## config.mk

```make
export PLATFORM = sky130hd
export DESIGN_NAME = core_ctrl_top
export DESIGN_NICKNAME = d
export VERILOG_FILES = /design/src/rtl/core_ctrl_pkg.sv /design/src/rtl/ctrl_stream_if.sv /design/src/rtl/ctrl_sid_router.sv /design/src/rtl/ctrl_fifo.sv /design/src/rtl/ctrl_cmd_proc.sv /design/src/rtl/core_settings.sv /design/src/rtl/core_ctrl_top.sv
export SDC_FILE = /design/constraint.sdc
export NUM_CORES = 1
export LEC_CHECK = 0
export BUFFER_PORTS_ARGS = -buffer_cell sky130_fd_sc_hd__buf_2
export CAP_MARGIN = 20
export CORE_MARGIN = 1
export CORE_UTILIZATION = 45
export CTS_CLUSTER_SIZE = 28
export DETAILED_ROUTE_END_ITERATION = 8
export PLACE_DENSITY = 0.66
export SLEW_MARGIN = 25
export SYNTH_ARGS = -nofsm -noshare
export SYNTH_HDL_FRONTEND = slang
export SYNTH_SLANG_ARGS = --single-unit
```

## constraint.sdc

```tcl
create_clock -name i_clk -period 4.95 [get_ports i_clk]
set_input_delay 0 -clock i_clk [delete_from_list [all_inputs] [get_ports i_clk]]
set_output_delay 0 -clock i_clk [all_outputs]
set_load 0.02 [all_outputs]
```

## src/rtl/core_ctrl_pkg.sv

```systemverilog
// core control package
// stream IDs, setting addresses, compat words and shared types
`default_nettype none

package core_ctrl_pkg;

    ////////////////////////////////////////////////////////////
    // stream routing
    ////////////////////////////////////////////////////////////
    localparam logic [7:0] L0_CTRL_SID = 8'h40;
    // radio control stream, not handled locally
    localparam logic [7:0] R0_CTRL_SID = 8'h10;
    localparam logic [7:0] SID_MASK    = 8'hf0;

    ////////////////////////////////////////////////////////////
    // setting bus addresses
    ////////////////////////////////////////////////////////////
    localparam logic [7:0] SR_CORE_MISC     = 8'd16;
    localparam logic [7:0] SR_CORE_READBACK = 8'd32;
    localparam logic [7:0] SR_CORE_PPS_SEL  = 8'd48;

    // readback word 0
    localparam logic [15:0] COMPAT_MAJOR     = 16'h0001;
    localparam logic [15:0] COMPAT_MINOR     = 16'h0000;
    localparam logic [31:0] COMPAT_SIGNATURE = 32'hACE0BA5E;

    // set in every response header
    localparam int RESP_FLAG_BIT = 63;

    // control FIFO geometry
    localparam int FIFO_DEPTH = 4;
    localparam int FIFO_AW    = $clog2(FIFO_DEPTH);
    localparam int FIFO_CW    = $clog2(FIFO_DEPTH + 1);

    typedef logic [63:0] ctrl_word_t;
    typedef logic [7:0]  sid_t;
    typedef logic [15:0] seqnum_t;
    typedef logic [7:0]  set_addr_t;
    typedef logic [31:0] set_data_t;
    typedef logic [1:0]  rb_sel_t;
    typedef logic [1:0]  pps_sel_t;

    typedef enum logic [2:0] {
        S_HDR,
        S_PAYLOAD,
        S_WRITE,
        S_RESP_HDR,
        S_RESP_DATA
    } proc_state_t;

endpackage

`default_nettype wire

```

## src/rtl/ctrl_stream_if.sv

```systemverilog
// control stream bundle
// one 64-bit beat with tlast and a valid/ready handshake
`default_nettype none

interface ctrl_stream_if import core_ctrl_pkg::*; ();

    ctrl_word_t tdata;
    logic       tlast;
    logic       tvalid;
    logic       tready;

    modport source (
        output tdata,
        output tlast,
        output tvalid,
        input  tready
    );

    modport sink (
        input  tdata,
        input  tlast,
        input  tvalid,
        output tready
    );

endinterface

`default_nettype wire

```

## src/rtl/ctrl_sid_router.sv

```systemverilog
// control stream router
// keeps packets for the local stream ID, swallows everything else
`default_nettype none

module ctrl_sid_router import core_ctrl_pkg::*; (
    input  logic          i_clk,
    input  logic          i_rst,
    input  ctrl_word_t    i_ctrl_tdata,
    input  logic          i_ctrl_tlast,
    input  logic          i_ctrl_tvalid,
    output logic          o_ctrl_tready,
    ctrl_stream_if.source o_route
);

    sid_t hdr_sid;
    logic hdr_match;
    logic in_pkt;
    logic keep_r;
    logic keep;
    logic in_beat;

    // only meaningful on the first beat of a packet
    assign hdr_sid   = i_ctrl_tdata[7:0];
    assign hdr_match = ((hdr_sid & SID_MASK) == L0_CTRL_SID);

    // destination is held from the header until tlast
    assign keep = in_pkt ? keep_r : hdr_match;

    ////////////////////////////////////////////////////////////
    // forward path
    ////////////////////////////////////////////////////////////
    assign o_route.tdata  = i_ctrl_tdata;
    assign o_route.tlast  = i_ctrl_tlast;
    assign o_route.tvalid = i_ctrl_tvalid && keep;

    // dropped packets drain at full rate
    assign o_ctrl_tready = keep ? o_route.tready : 1'b1;

    assign in_beat = i_ctrl_tvalid && o_ctrl_tready;

    always_ff @(posedge i_clk) begin
        if (i_rst) begin
            in_pkt <= 1'b0;
            keep_r <= 1'b0;
        end else if (in_beat) begin
            in_pkt <= !i_ctrl_tlast;
            keep_r <= keep;
        end
    end

endmodule

`default_nettype wire

```

## src/rtl/ctrl_fifo.sv

```systemverilog
// control beat FIFO
// small circular buffer of {tlast, tdata} between router and processor
`default_nettype none

module ctrl_fifo import core_ctrl_pkg::*; (
    input  logic          i_clk,
    input  logic          i_rst,
    ctrl_stream_if.sink   i_wr,
    ctrl_stream_if.source o_rd
);

    logic [64:0]        mem [FIFO_DEPTH];
    logic [FIFO_AW-1:0] wr_ptr;
    logic [FIFO_AW-1:0] rd_ptr;
    logic [FIFO_CW-1:0] count;
    logic               do_wr;
    logic               do_rd;

    assign i_wr.tready = (count != FIFO_CW'(FIFO_DEPTH));
    assign o_rd.tvalid = (count != '0);

    assign do_wr = i_wr.tvalid && i_wr.tready;
    assign do_rd = o_rd.tvalid && o_rd.tready;

    // head entry drives the output directly
    assign o_rd.tlast = mem[rd_ptr][64];
    assign o_rd.tdata = mem[rd_ptr][63:0];

    ////////////////////////////////////////////////////////////
    // storage
    ////////////////////////////////////////////////////////////
    always_ff @(posedge i_clk) begin
        if (do_wr) begin
            mem[wr_ptr] <= {i_wr.tlast, i_wr.tdata};
        end
    end

    ////////////////////////////////////////////////////////////
    // pointers and occupancy
    ////////////////////////////////////////////////////////////
    always_ff @(posedge i_clk) begin
        if (i_rst) begin
            wr_ptr <= '0;
            rd_ptr <= '0;
            count  <= '0;
        end else begin
            if (do_wr) begin
                wr_ptr <= (wr_ptr == FIFO_AW'(FIFO_DEPTH - 1)) ? '0 : wr_ptr + 1'b1;
            end
            if (do_rd) begin
                rd_ptr <= (rd_ptr == FIFO_AW'(FIFO_DEPTH - 1)) ? '0 : rd_ptr + 1'b1;
            end
            // simultaneous read and write leaves count alone
            if (do_wr && !do_rd) begin
                count <= count + 1'b1;
            end else if (do_rd && !do_wr) begin
                count <= count - 1'b1;
            end
        end
    end

endmodule

`default_nettype wire

```

## src/rtl/ctrl_cmd_proc.sv

```systemverilog
// control command processor
// parses two-beat packets, writes a setting and answers each packet
`default_nettype none

module ctrl_cmd_proc import core_ctrl_pkg::*; (
    input  logic        i_clk,
    input  logic        i_rst,
    ctrl_stream_if.sink i_cmd,
    output ctrl_word_t  o_resp_tdata,
    output logic        o_resp_tlast,
    output logic        o_resp_tvalid,
    input  logic        i_resp_tready,
    output logic        o_set_stb,
    output set_addr_t   o_set_addr,
    output set_data_t   o_set_data,
    input  ctrl_word_t  i_readback
);

    proc_state_t state;
    sid_t        sid_r;
    seqnum_t     seq_r;
    set_addr_t   addr_r;
    set_data_t   data_r;
    ctrl_word_t  rb_r;
    ctrl_word_t  resp_hdr;
    logic        drain_r;
    logic        cmd_beat;

    // input stalls for the whole write and response
    assign i_cmd.tready = (state == S_HDR) || (state == S_PAYLOAD);
    assign cmd_beat     = i_cmd.tvalid && i_cmd.tready;

    ////////////////////////////////////////////////////////////
    // packet state machine
    ////////////////////////////////////////////////////////////
    always_ff @(posedge i_clk) begin
        if (i_rst) begin
            state   <= S_HDR;
            drain_r <= 1'b0;
        end else begin
            case (state)
                S_HDR: begin
                    if (cmd_beat) begin
                        if (drain_r) begin
                            // leftover beats of an overlong packet
                            if (i_cmd.tlast) begin
                                drain_r <= 1'b0;
                            end
                        end else if (i_cmd.tlast) begin
                            // header only, answer without a write
                            state <= S_RESP_HDR;
                        end else begin
                            state <= S_PAYLOAD;
                        end
                    end
                end
                S_PAYLOAD: begin
                    if (cmd_beat) begin
                        drain_r <= !i_cmd.tlast;
                        state   <= S_WRITE;
                    end
                end
                S_WRITE: begin
                    state <= S_RESP_HDR;
                end
                S_RESP_HDR: begin
                    if (i_resp_tready) begin
                        state <= S_RESP_DATA;
                    end
                end
                S_RESP_DATA: begin
                    if (i_resp_tready) begin
                        state <= S_HDR;
                    end
                end
                default: begin
                    state <= S_HDR;
                end
            endcase
        end
    end

    // captured fields
    always_ff @(posedge i_clk) begin
        if (state == S_HDR && cmd_beat && !drain_r) begin
            sid_r <= i_cmd.tdata[7:0];
            seq_r <= i_cmd.tdata[23:8];
        end
        if (state == S_PAYLOAD && cmd_beat) begin
            addr_r <= i_cmd.tdata[39:32];
            data_r <= i_cmd.tdata[31:0];
        end
        // write has landed by now, last sample is taken on the header handshake
        if (state == S_RESP_HDR) begin
            rb_r <= i_readback;
        end
    end

    ////////////////////////////////////////////////////////////
    // setting bus and response
    ////////////////////////////////////////////////////////////
    assign o_set_stb  = (state == S_WRITE);
    assign o_set_addr = addr_r;
    assign o_set_data = data_r;

    always_comb begin
        resp_hdr                = '0;
        resp_hdr[RESP_FLAG_BIT] = 1'b1;
        resp_hdr[23:8]          = seq_r;
        resp_hdr[7:0]           = sid_r;
    end

    assign o_resp_tvalid = (state == S_RESP_HDR) || (state == S_RESP_DATA);
    assign o_resp_tlast  = (state == S_RESP_DATA);
    assign o_resp_tdata  = (state == S_RESP_DATA) ? rb_r : resp_hdr;

endmodule

`default_nettype wire

```

## src/rtl/core_settings.sv

```systemverilog
// core settings block
// setting registers, lock and PPS synchronizers, PPS mux and readback
`default_nettype none

module core_settings import core_ctrl_pkg::*; (
    input  logic       i_clk,
    input  logic       i_rst,
    input  logic       i_set_stb,
    input  set_addr_t  i_set_addr,
    input  set_data_t  i_set_data,
    output ctrl_word_t o_readback,
    input  logic [1:0] i_lock_signals,
    input  logic [31:0] i_rb_misc,
    input  logic       i_pps_ext,
    input  logic       i_pps_int,
    output logic       o_pps,
    output logic       o_ext_ref_is_pps,
    output set_data_t  o_misc_outs
);

    set_data_t  misc_r;
    rb_sel_t    rb_sel;
    pps_sel_t   pps_sel;
    logic [3:0] sync_meta;
    logic [3:0] sync_q;
    logic [1:0] lock_q;
    logic       pps_ext_q;
    logic       pps_int_q;

    ////////////////////////////////////////////////////////////
    // setting registers
    ////////////////////////////////////////////////////////////
    always_ff @(posedge i_clk) begin
        if (i_rst) begin
            misc_r  <= '0;
            rb_sel  <= '0;
            pps_sel <= '0;
        end else if (i_set_stb) begin
            case (i_set_addr)
                SR_CORE_MISC:     misc_r  <= i_set_data;
                SR_CORE_READBACK: rb_sel  <= rb_sel_t'(i_set_data[1:0]);
                SR_CORE_PPS_SEL:  pps_sel <= pps_sel_t'(i_set_data[1:0]);
                default:          misc_r  <= misc_r;
            endcase
        end
    end

    assign o_misc_outs = misc_r;

    // two-flop synchronizers, {lock, ext pps, int pps}
    always_ff @(posedge i_clk) begin
        if (i_rst) begin
            sync_meta <= '0;
            sync_q    <= '0;
        end else begin
            sync_meta <= {i_lock_signals, i_pps_ext, i_pps_int};
            sync_q    <= sync_meta;
        end
    end

    assign lock_q    = sync_q[3:2];
    assign pps_ext_q = sync_q[1];
    assign pps_int_q = sync_q[0];

    // pps source select
    assign o_pps = (pps_sel == 2'b01) ? pps_ext_q :
                   (pps_sel == 2'b10) ? pps_int_q : 1'b0;
    assign o_ext_ref_is_pps = (pps_sel == 2'b01);

    ////////////////////////////////////////////////////////////
    // readback mux
    ////////////////////////////////////////////////////////////
    always_comb begin
        case (rb_sel)
            2'd0:    o_readback = {COMPAT_SIGNATURE, COMPAT_MAJOR, COMPAT_MINOR};
            2'd1:    o_readback = {32'd0, misc_r};
            2'd2:    o_readback = {24'd0, 8'd1, i_rb_misc};
            default: o_readback = {62'd0, lock_q};
        endcase
    end

endmodule

`default_nettype wire

```

## src/rtl/core_ctrl_top.sv

```systemverilog
// core control path top
// router, FIFO, command processor and settings on one clock
`default_nettype none

module core_ctrl_top import core_ctrl_pkg::*; (
    // radio_clk domain, bus_rst
    input  logic        i_clk,
    input  logic        i_rst,

    // control packets in
    input  ctrl_word_t  i_ctrl_tdata,
    input  logic        i_ctrl_tlast,
    input  logic        i_ctrl_tvalid,
    output logic        o_ctrl_tready,

    // responses out
    output ctrl_word_t  o_resp_tdata,
    output logic        o_resp_tlast,
    output logic        o_resp_tvalid,
    input  logic        i_resp_tready,

    // core status and controls
    input  logic [1:0]  i_lock_signals,
    input  logic [31:0] i_rb_misc,
    input  logic        i_pps_ext,
    input  logic        i_pps_int,
    output logic        o_pps,
    output logic        o_ext_ref_is_pps,
    output set_data_t   o_misc_outs
);

    ctrl_stream_if route_if ();
    ctrl_stream_if proc_if ();

    logic       set_stb;
    set_addr_t  set_addr;
    set_data_t  set_data;
    ctrl_word_t readback;

    ////////////////////////////////////////////////////////////
    // control path
    ////////////////////////////////////////////////////////////
    ctrl_sid_router router_i (
        .i_clk         (i_clk),
        .i_rst         (i_rst),
        .i_ctrl_tdata  (i_ctrl_tdata),
        .i_ctrl_tlast  (i_ctrl_tlast),
        .i_ctrl_tvalid (i_ctrl_tvalid),
        .o_ctrl_tready (o_ctrl_tready),
        .o_route       (route_if.source)
    );

    ctrl_fifo fifo_i (
        .i_clk (i_clk),
        .i_rst (i_rst),
        .i_wr  (route_if.sink),
        .o_rd  (proc_if.source)
    );

    ctrl_cmd_proc proc_i (
        .i_clk         (i_clk),
        .i_rst         (i_rst),
        .i_cmd         (proc_if.sink),
        .o_resp_tdata  (o_resp_tdata),
        .o_resp_tlast  (o_resp_tlast),
        .o_resp_tvalid (o_resp_tvalid),
        .i_resp_tready (i_resp_tready),
        .o_set_stb     (set_stb),
        .o_set_addr    (set_addr),
        .o_set_data    (set_data),
        .i_readback    (readback)
    );

    // settings and synchronizers
    core_settings settings_i (
        .i_clk            (i_clk),
        .i_rst            (i_rst),
        .i_set_stb        (set_stb),
        .i_set_addr       (set_addr),
        .i_set_data       (set_data),
        .o_readback       (readback),
        .i_lock_signals   (i_lock_signals),
        .i_rb_misc        (i_rb_misc),
        .i_pps_ext        (i_pps_ext),
        .i_pps_int        (i_pps_int),
        .o_pps            (o_pps),
        .o_ext_ref_is_pps (o_ext_ref_is_pps),
        .o_misc_outs      (o_misc_outs)
    );

endmodule

`default_nettype wire

```

# Yosys cells after proc, flatten, opt, wreduce, memory -nomap -nowiden
# Memory sizes are Yosys's and may differ from the RTL's. A register that Yosys moved wholly into a read port is not among the register bits.
# Index checks and enable logic that the tools add are counted.
# totals
register_bits,185
latchBits,0
ram_bits,260
rom_bits,0
input_bits,105
out_inout_bits,101
wordCells,94
memories,1
# classes
addsub,4
mul,0
div_mod_pow,0
magnitude_cmp,0
eq_ne,20
shift,0
mux,26
bitwise,0
n_reduce_logical,26
# mem_list
memory,depth,width,read_ports,rd_clocked_by_memory_dff,wr,line_no,source
fifo_i.mem,4,65,1,1,1,ctrl_fifo.sv:12,logic [64:0] mem [FIFO_DEPTH];
# op_table
cell,n
$pmux 64 s3,1
$mux 64,1
$mux 3,7
$eq 8x6->1 const B,2
$pmux 3 s5,1
$mux 1,10
$mux 2,5
$logic_and 1x1->1,9
$eq 2x2->1 const B,4
$eq 8x5->1 const B,1
$ne 2x2->1 const B,4
$eq 3x2->1 const B,2
$reduce_and 2->1,3
$logic_not 1->1,5
$reduce_and 5->1,1
$add 2x1->2 const B,2
$eq 2x1->1 const B,2
$eq 4x3->1 const B,1
$reduce_bool 2->1,2
$add 3x1->3 const B,1
$eq 3x1->1 const B,1
$eq 3x3->1 const B,1
$logic_not 3->1,1
$ne 3x3->1 const B,1
other kinds (7),8

# Longest topological paths before layout
# logic_depth
word_depth,8
ltp_mapped,9
mapped_depth_nobuf,8

# Modules after synthesis
# From an unflattened synthesis, not the netlist that was laid out.
# hier_totals
cells_unflattened,959
area_unflattened_um2,17714.5
# by_module_without_submodules
module,n_inst,cells_each,area_each_um2,seq_area_each_um2
ctrl_fifo,1,387,9835.7,7987.7
ctrl_cmd_proc,1,240,4795.8,3923.8
core_settings,1,251,2457.4,880.8
ctrl_sid_router,1,81,625.6,40.0

# Worst setup path after synthesis
# Ideal clock, no wire load.
# synth_timing
kind,register -> register
startpoint,reg proc_i.state[2]
endpoint,reg proc_i.seq_r[0] (enable)
setup_time_ns,0.435
arrival_ns,2.388
t_required_ns,4.515
setup_slack_ns,2.127
path_stages_with_launch,5
path_buffers,1
synth_period_minus_slack_ns,2.823
cell_sequence,dfxtp_1 > clkbuf_1 > nor2_1 > nand2_1 > nor3_1
# synth_via
elab_chain_len,5
elab_cells_between_ends,6
cone_classes,eq/ne: 1; reduce/logical: 5
# synth_lines
element,line_no,source
start: declaration,ctrl_cmd_proc.sv:19,proc_state_t state;
start signal: assignment,ctrl_cmd_proc.sv:38,state <= S_HDR;
start signal: assignment,ctrl_cmd_proc.sv:51,state <= S_RESP_HDR;
start signal: assignment,ctrl_cmd_proc.sv:53,state <= S_PAYLOAD;
$eq 3x1->1 / $logic_not 3->1 (equally long branches),"ctrl_cmd_proc.sv:30, ctrl_cmd_proc.sv:85",
$logic_or 1x1->1,ctrl_cmd_proc.sv:30,assign i_cmd.tready = (state == S_HDR) || (state == S_PAYLOAD);
$logic_and 1x1->1,ctrl_cmd_proc.sv:31,assign cmd_beat = i_cmd.tvalid && i_cmd.tready;
$logic_and 1x1->1 * (2 in series),ctrl_cmd_proc.sv:85,if (state == S_HDR && cmd_beat && !drain_r) begin
end signal: assignment,ctrl_cmd_proc.sv:87,seq_r <= i_cmd.tdata[23:8];
end: declaration,ctrl_cmd_proc.sv:21,seqnum_t seq_r;
# Mark *: on every way between the ends. The rest lies on a longest branch, timed or not.
# A chain may end at the register's enable or synchronous reset.

# Final worst setup path
# layout_timing
startpoint,in i_ctrl_tdata[5]
endpoint,mem fifo_i.mem[3][35] (enable)
# layout_via
elab_chain_len,6
# layout_lines
element,line_no,source
start: declaration,core_ctrl_top.sv:11,"input ctrl_word_t i_ctrl_tdata,"
$eq 4x3->1,ctrl_sid_router.sv:24,assign hdr_match = ((hdr_sid & SID_MASK) == L0_CTRL_SID);
$mux 1,ctrl_sid_router.sv:27,assign keep = in_pkt ? keep_r : hdr_match;
$logic_and 1x1->1,ctrl_sid_router.sv:34,assign o_route.tvalid = i_ctrl_tvalid && keep;
$logic_and 1x1->1,ctrl_fifo.sv:22,assign do_wr = i_wr.tvalid && i_wr.tready;
net fifo_i.do_wr,ctrl_fifo.sv:16,logic do_wr;
$mux 1,ctrl_fifo.sv:33,if (do_wr) begin
$mux 1 (not written as such),ctrl_fifo.sv:34,"mem[wr_ptr] <= {i_wr.tlast, i_wr.tdata};"
end: declaration,ctrl_fifo.sv:12,
# The timed path passes the listed nets, and every way through them passes these cells.

==> run metrics <==
status=completed; Die ar.=28300 um2; total gr overflow=0; synth top area cells=edfxtp_1, dfxtp_1, mux4_2; Tmin final=2.923 ns; pin count of the biggest net entering global routing=61; worst hold path type=primary input to flop; Min-Delay Endpoint=settings_i.sync_meta[0]; clock-pin slew on the worst setup and hold paths=0.06 ns; clk_skew=0.02262 ns; most frequent cell after synthesis=edfxtp_1; Slew headroom=0.3426; Max-cap violations=0; Slew Limit Fails=0; share of cells above drive strength 1=0.3258; CP Class=primary input to flop; synth cell count leaders=edfxtp_1, dfxtp_1, mux4_2, a21oi_1, clkbuf_1; vias in the first global route=7273; Multi-input gate area=3049 um2; register area=9054 um2; CTS tree=built; Mapped Cells=719; r2r setup slk=2.25 ns; Yosys top cell by area=edfxtp_1; ys flop type=edfxtp_1; worst path required time=5.14 ns; reg2reg start=fifo_i.count[0]; part of the cycle the worst path needs=0.5905; first-pass GRT wire length=41.81 mm; Max Fclk=342.1 MHz; die height=168.2 um; leakage=5.419 nW; # IOs=206; setup_tns=0 ns; Synth top area share=0.6328; core area=27030 um2; CP peak stage delay=0.74 ns; Worst setup EP type=flop; clk sinks=321; drt total wl=27.37 mm; Cell Area, Synth=12430 um2; Filler cells=2077; sequential area share after synthesis=0.7278; Slew @ Worst Pin=0.9841 ns; VDD IR max=0.0002645 V; pwr/cell area=466.5 nW/um2; WHS Path Cells=3; gp weighted congestion=0.7949; Row Count=60; 1st-iter DRT viols=501; Synth-to-Final Area Change=23.54%; Post-CTS Hold Fix Bufs=79; Final ANT Viol Nets=0; NumNets Final=1062; H-Tree Depth=2; clock buffer depth=3; TritonCTS Buffers=34; synth unique cells=49; Skew-Pair Late Insertion Delay=0.53 ns; Die Wd=168.2 um; Post-synth ARST share=0; CP max FO=24; Seq cells post-synth=321; Worst EP arrival=3.11 ns; Resized cells post-CTS=0; setup bufs post-CTS=0; CP Launch Type=primary input; Via Count=7147; syn avg cell area=17.29 um2; endpoints failing setup=0; DR pass1 iterations=4; DP HPWL=16.59 mm; r2r endpoint=fifo_i.mem[3][35]; I/O Buffers=167; # DRC=0; Hold Path Origin=i_rst; clk root buf=clkbuf_16; non-filler cells, final=1318; Yosys warnings=0; number of flops mapped to enable cells by yosys=262; Hold Fails Final Rpt=0; Worst path slowest cell=and2_2; initial antenna violation count=1; Total GRT Usage=0.1951; Initial Util=0.4600; worst reg-to-reg path cell count=4; per-cell routed wire length=20.77 um; unrepaired setup endpoints after global routing=false; vias per inst=5.423; crit-path cells=dlygate4sd3_1, buf_2, or4b_4, a2111oi_4, and2_2, buf_4; dpl cells=1176
sequential cells by signal, summed over array words and instances (netlist names), named ones only:
register,cells
proc_i.o_set_data,32
router_i.keep_r,1
fifo_i.rd_ptr,2
settings_i.o_misc_outs,32
proc_i.rb_r,34
proc_i.drain_r,1
proc_i.o_set_addr,8
fifo_i.wr_ptr,2
proc_i.sid_r,8
router_i.in_pkt,1
settings_i.pps_sel,2
proc_i.seq_r,16
settings_i.sync_q,4
fifo_i.mem,164
fifo_i.count,3
proc_i.state,3
settings_i.rb_sel,2
settings_i.sync_meta,4
worst max-delay path by stage:
stage / from / endpoint / slack, ns
final: i_ctrl_tdata[5] / fifo_i.mem[3][35] / 2.03
after global routing: i_ctrl_tdata[5] / fifo_i.mem[2][29] / 1.94
after CTS: proc_i.state[2] / o_resp_tdata[10] / 1.89
after detailed placement: i_ctrl_tdata[5] / fifo_i.mem[3][5] / 2.06
after global placement: i_ctrl_tdata[5] / fifo_i.mem[1][25] / 2.08
after floorplan: proc_i.state[2] / proc_i.seq_r[0] / 2.13
cell families (layout without fill, tap and decap cells):
kind of cell | Yosys count | in the layout | share of synthesized area
buffers and inverters | 84 | 328 | 0.03492
adders and majority gates | 7 | 7 | 0.007648
and+or+nand+nor | 115 | 115 | 0.05787
xor gates and xnor gates | 2 | 2 | 0.001409
DFF | 321 | 321 | 0.7278
muxes | 77 | 77 | 0.1063
AOI/OAI and AO/OA | 112 | 112 | 0.06380
other | 1 | 15 | 0.0003016
stage by stage:
| stage | total power [mW] | hold slack, ns | setup slack (ns) | util | cell area (um2) |
|---|---|---|---|---|---|
| finish | 7.165 | 0.1104 | 2.027 | 0.5683 | 15360 |
| global route | 7.433 | 0.1507 | 1.935 | 0.5683 | 15360 |
| CTS | 7.226 | 0.1110 | 1.893 | 0.5680 | 15350 |
| detailed placement | 4.746 | 0.2162 | 2.056 | 0.4989 | 13480 |
| global placement | 4.726 | 0.2149 | 2.080 | 0.4988 | 13480 |
| floorplan | 4.325 | 0.09887 | 2.127 | - | 12480 |
worst max-delay path: cells and delay by family:
| family | cells | cell delay (ns) |
|---|---|---|
| AND/OR/NAND/NOR | 2 | 1.34 |
| buffers and inverters | 3 | 1.09 |
| AO/OA/AOI/OAI | 1 | 0.65 |
cell type report:
class,count,area share
Sequential cell,321,0.5894
Multi-Input combinational cell,327,0.1985
Timing Repair Buffer,259,0.1123
Clock buffer,53,0.06395
Tap cell,341,0.02778
Clock inverter,9,0.006191
Inverter,7,0.001711
Antenna cell,1,0.0001629
layout by cell type, fill, tap and decap left out, types with 3 or more instances in the layout:
cell             n
a21oi_1         38
nand2b_1        13
nand2_1          7
nor2_1           8
mux2i_1          9
and2_2           4
a22o_1          31
dfxtp_1         57
ha_1             6
edfxtp_1       262
o31ai_1         30
clkbuf_16       34
o21ai_0          5
mux2_2          26
nor2b_1         12
or3_1            3
inv_1            7
clkbuf_8         6
and2_1          10
buf_4           13
or4_1            3
buf_2          167
conb_1          14
clkbuf_1        13
nand4_1         31
mux4_2          41
nor3_1           3
dlygate4sd3_1   79
power by group:
part / internal (mW) / switching, mW
clock network: 1.43 / 1.00
registers: 3.31 / 0.207
logic: 0.511 / 0.702
total: 5.25 / 1.91
layer usage:
layer	vias to the layer above	global-route usage	share of wire
li1	3282	-	-
met1	3608	0.2496	0.43
met2	217	0.3397	0.51
met3	40	0.03597	0.045
met4	0	0.05573	0.017
met5	-	0	0
Note: power is estimated with default switching activity, not from simulation.
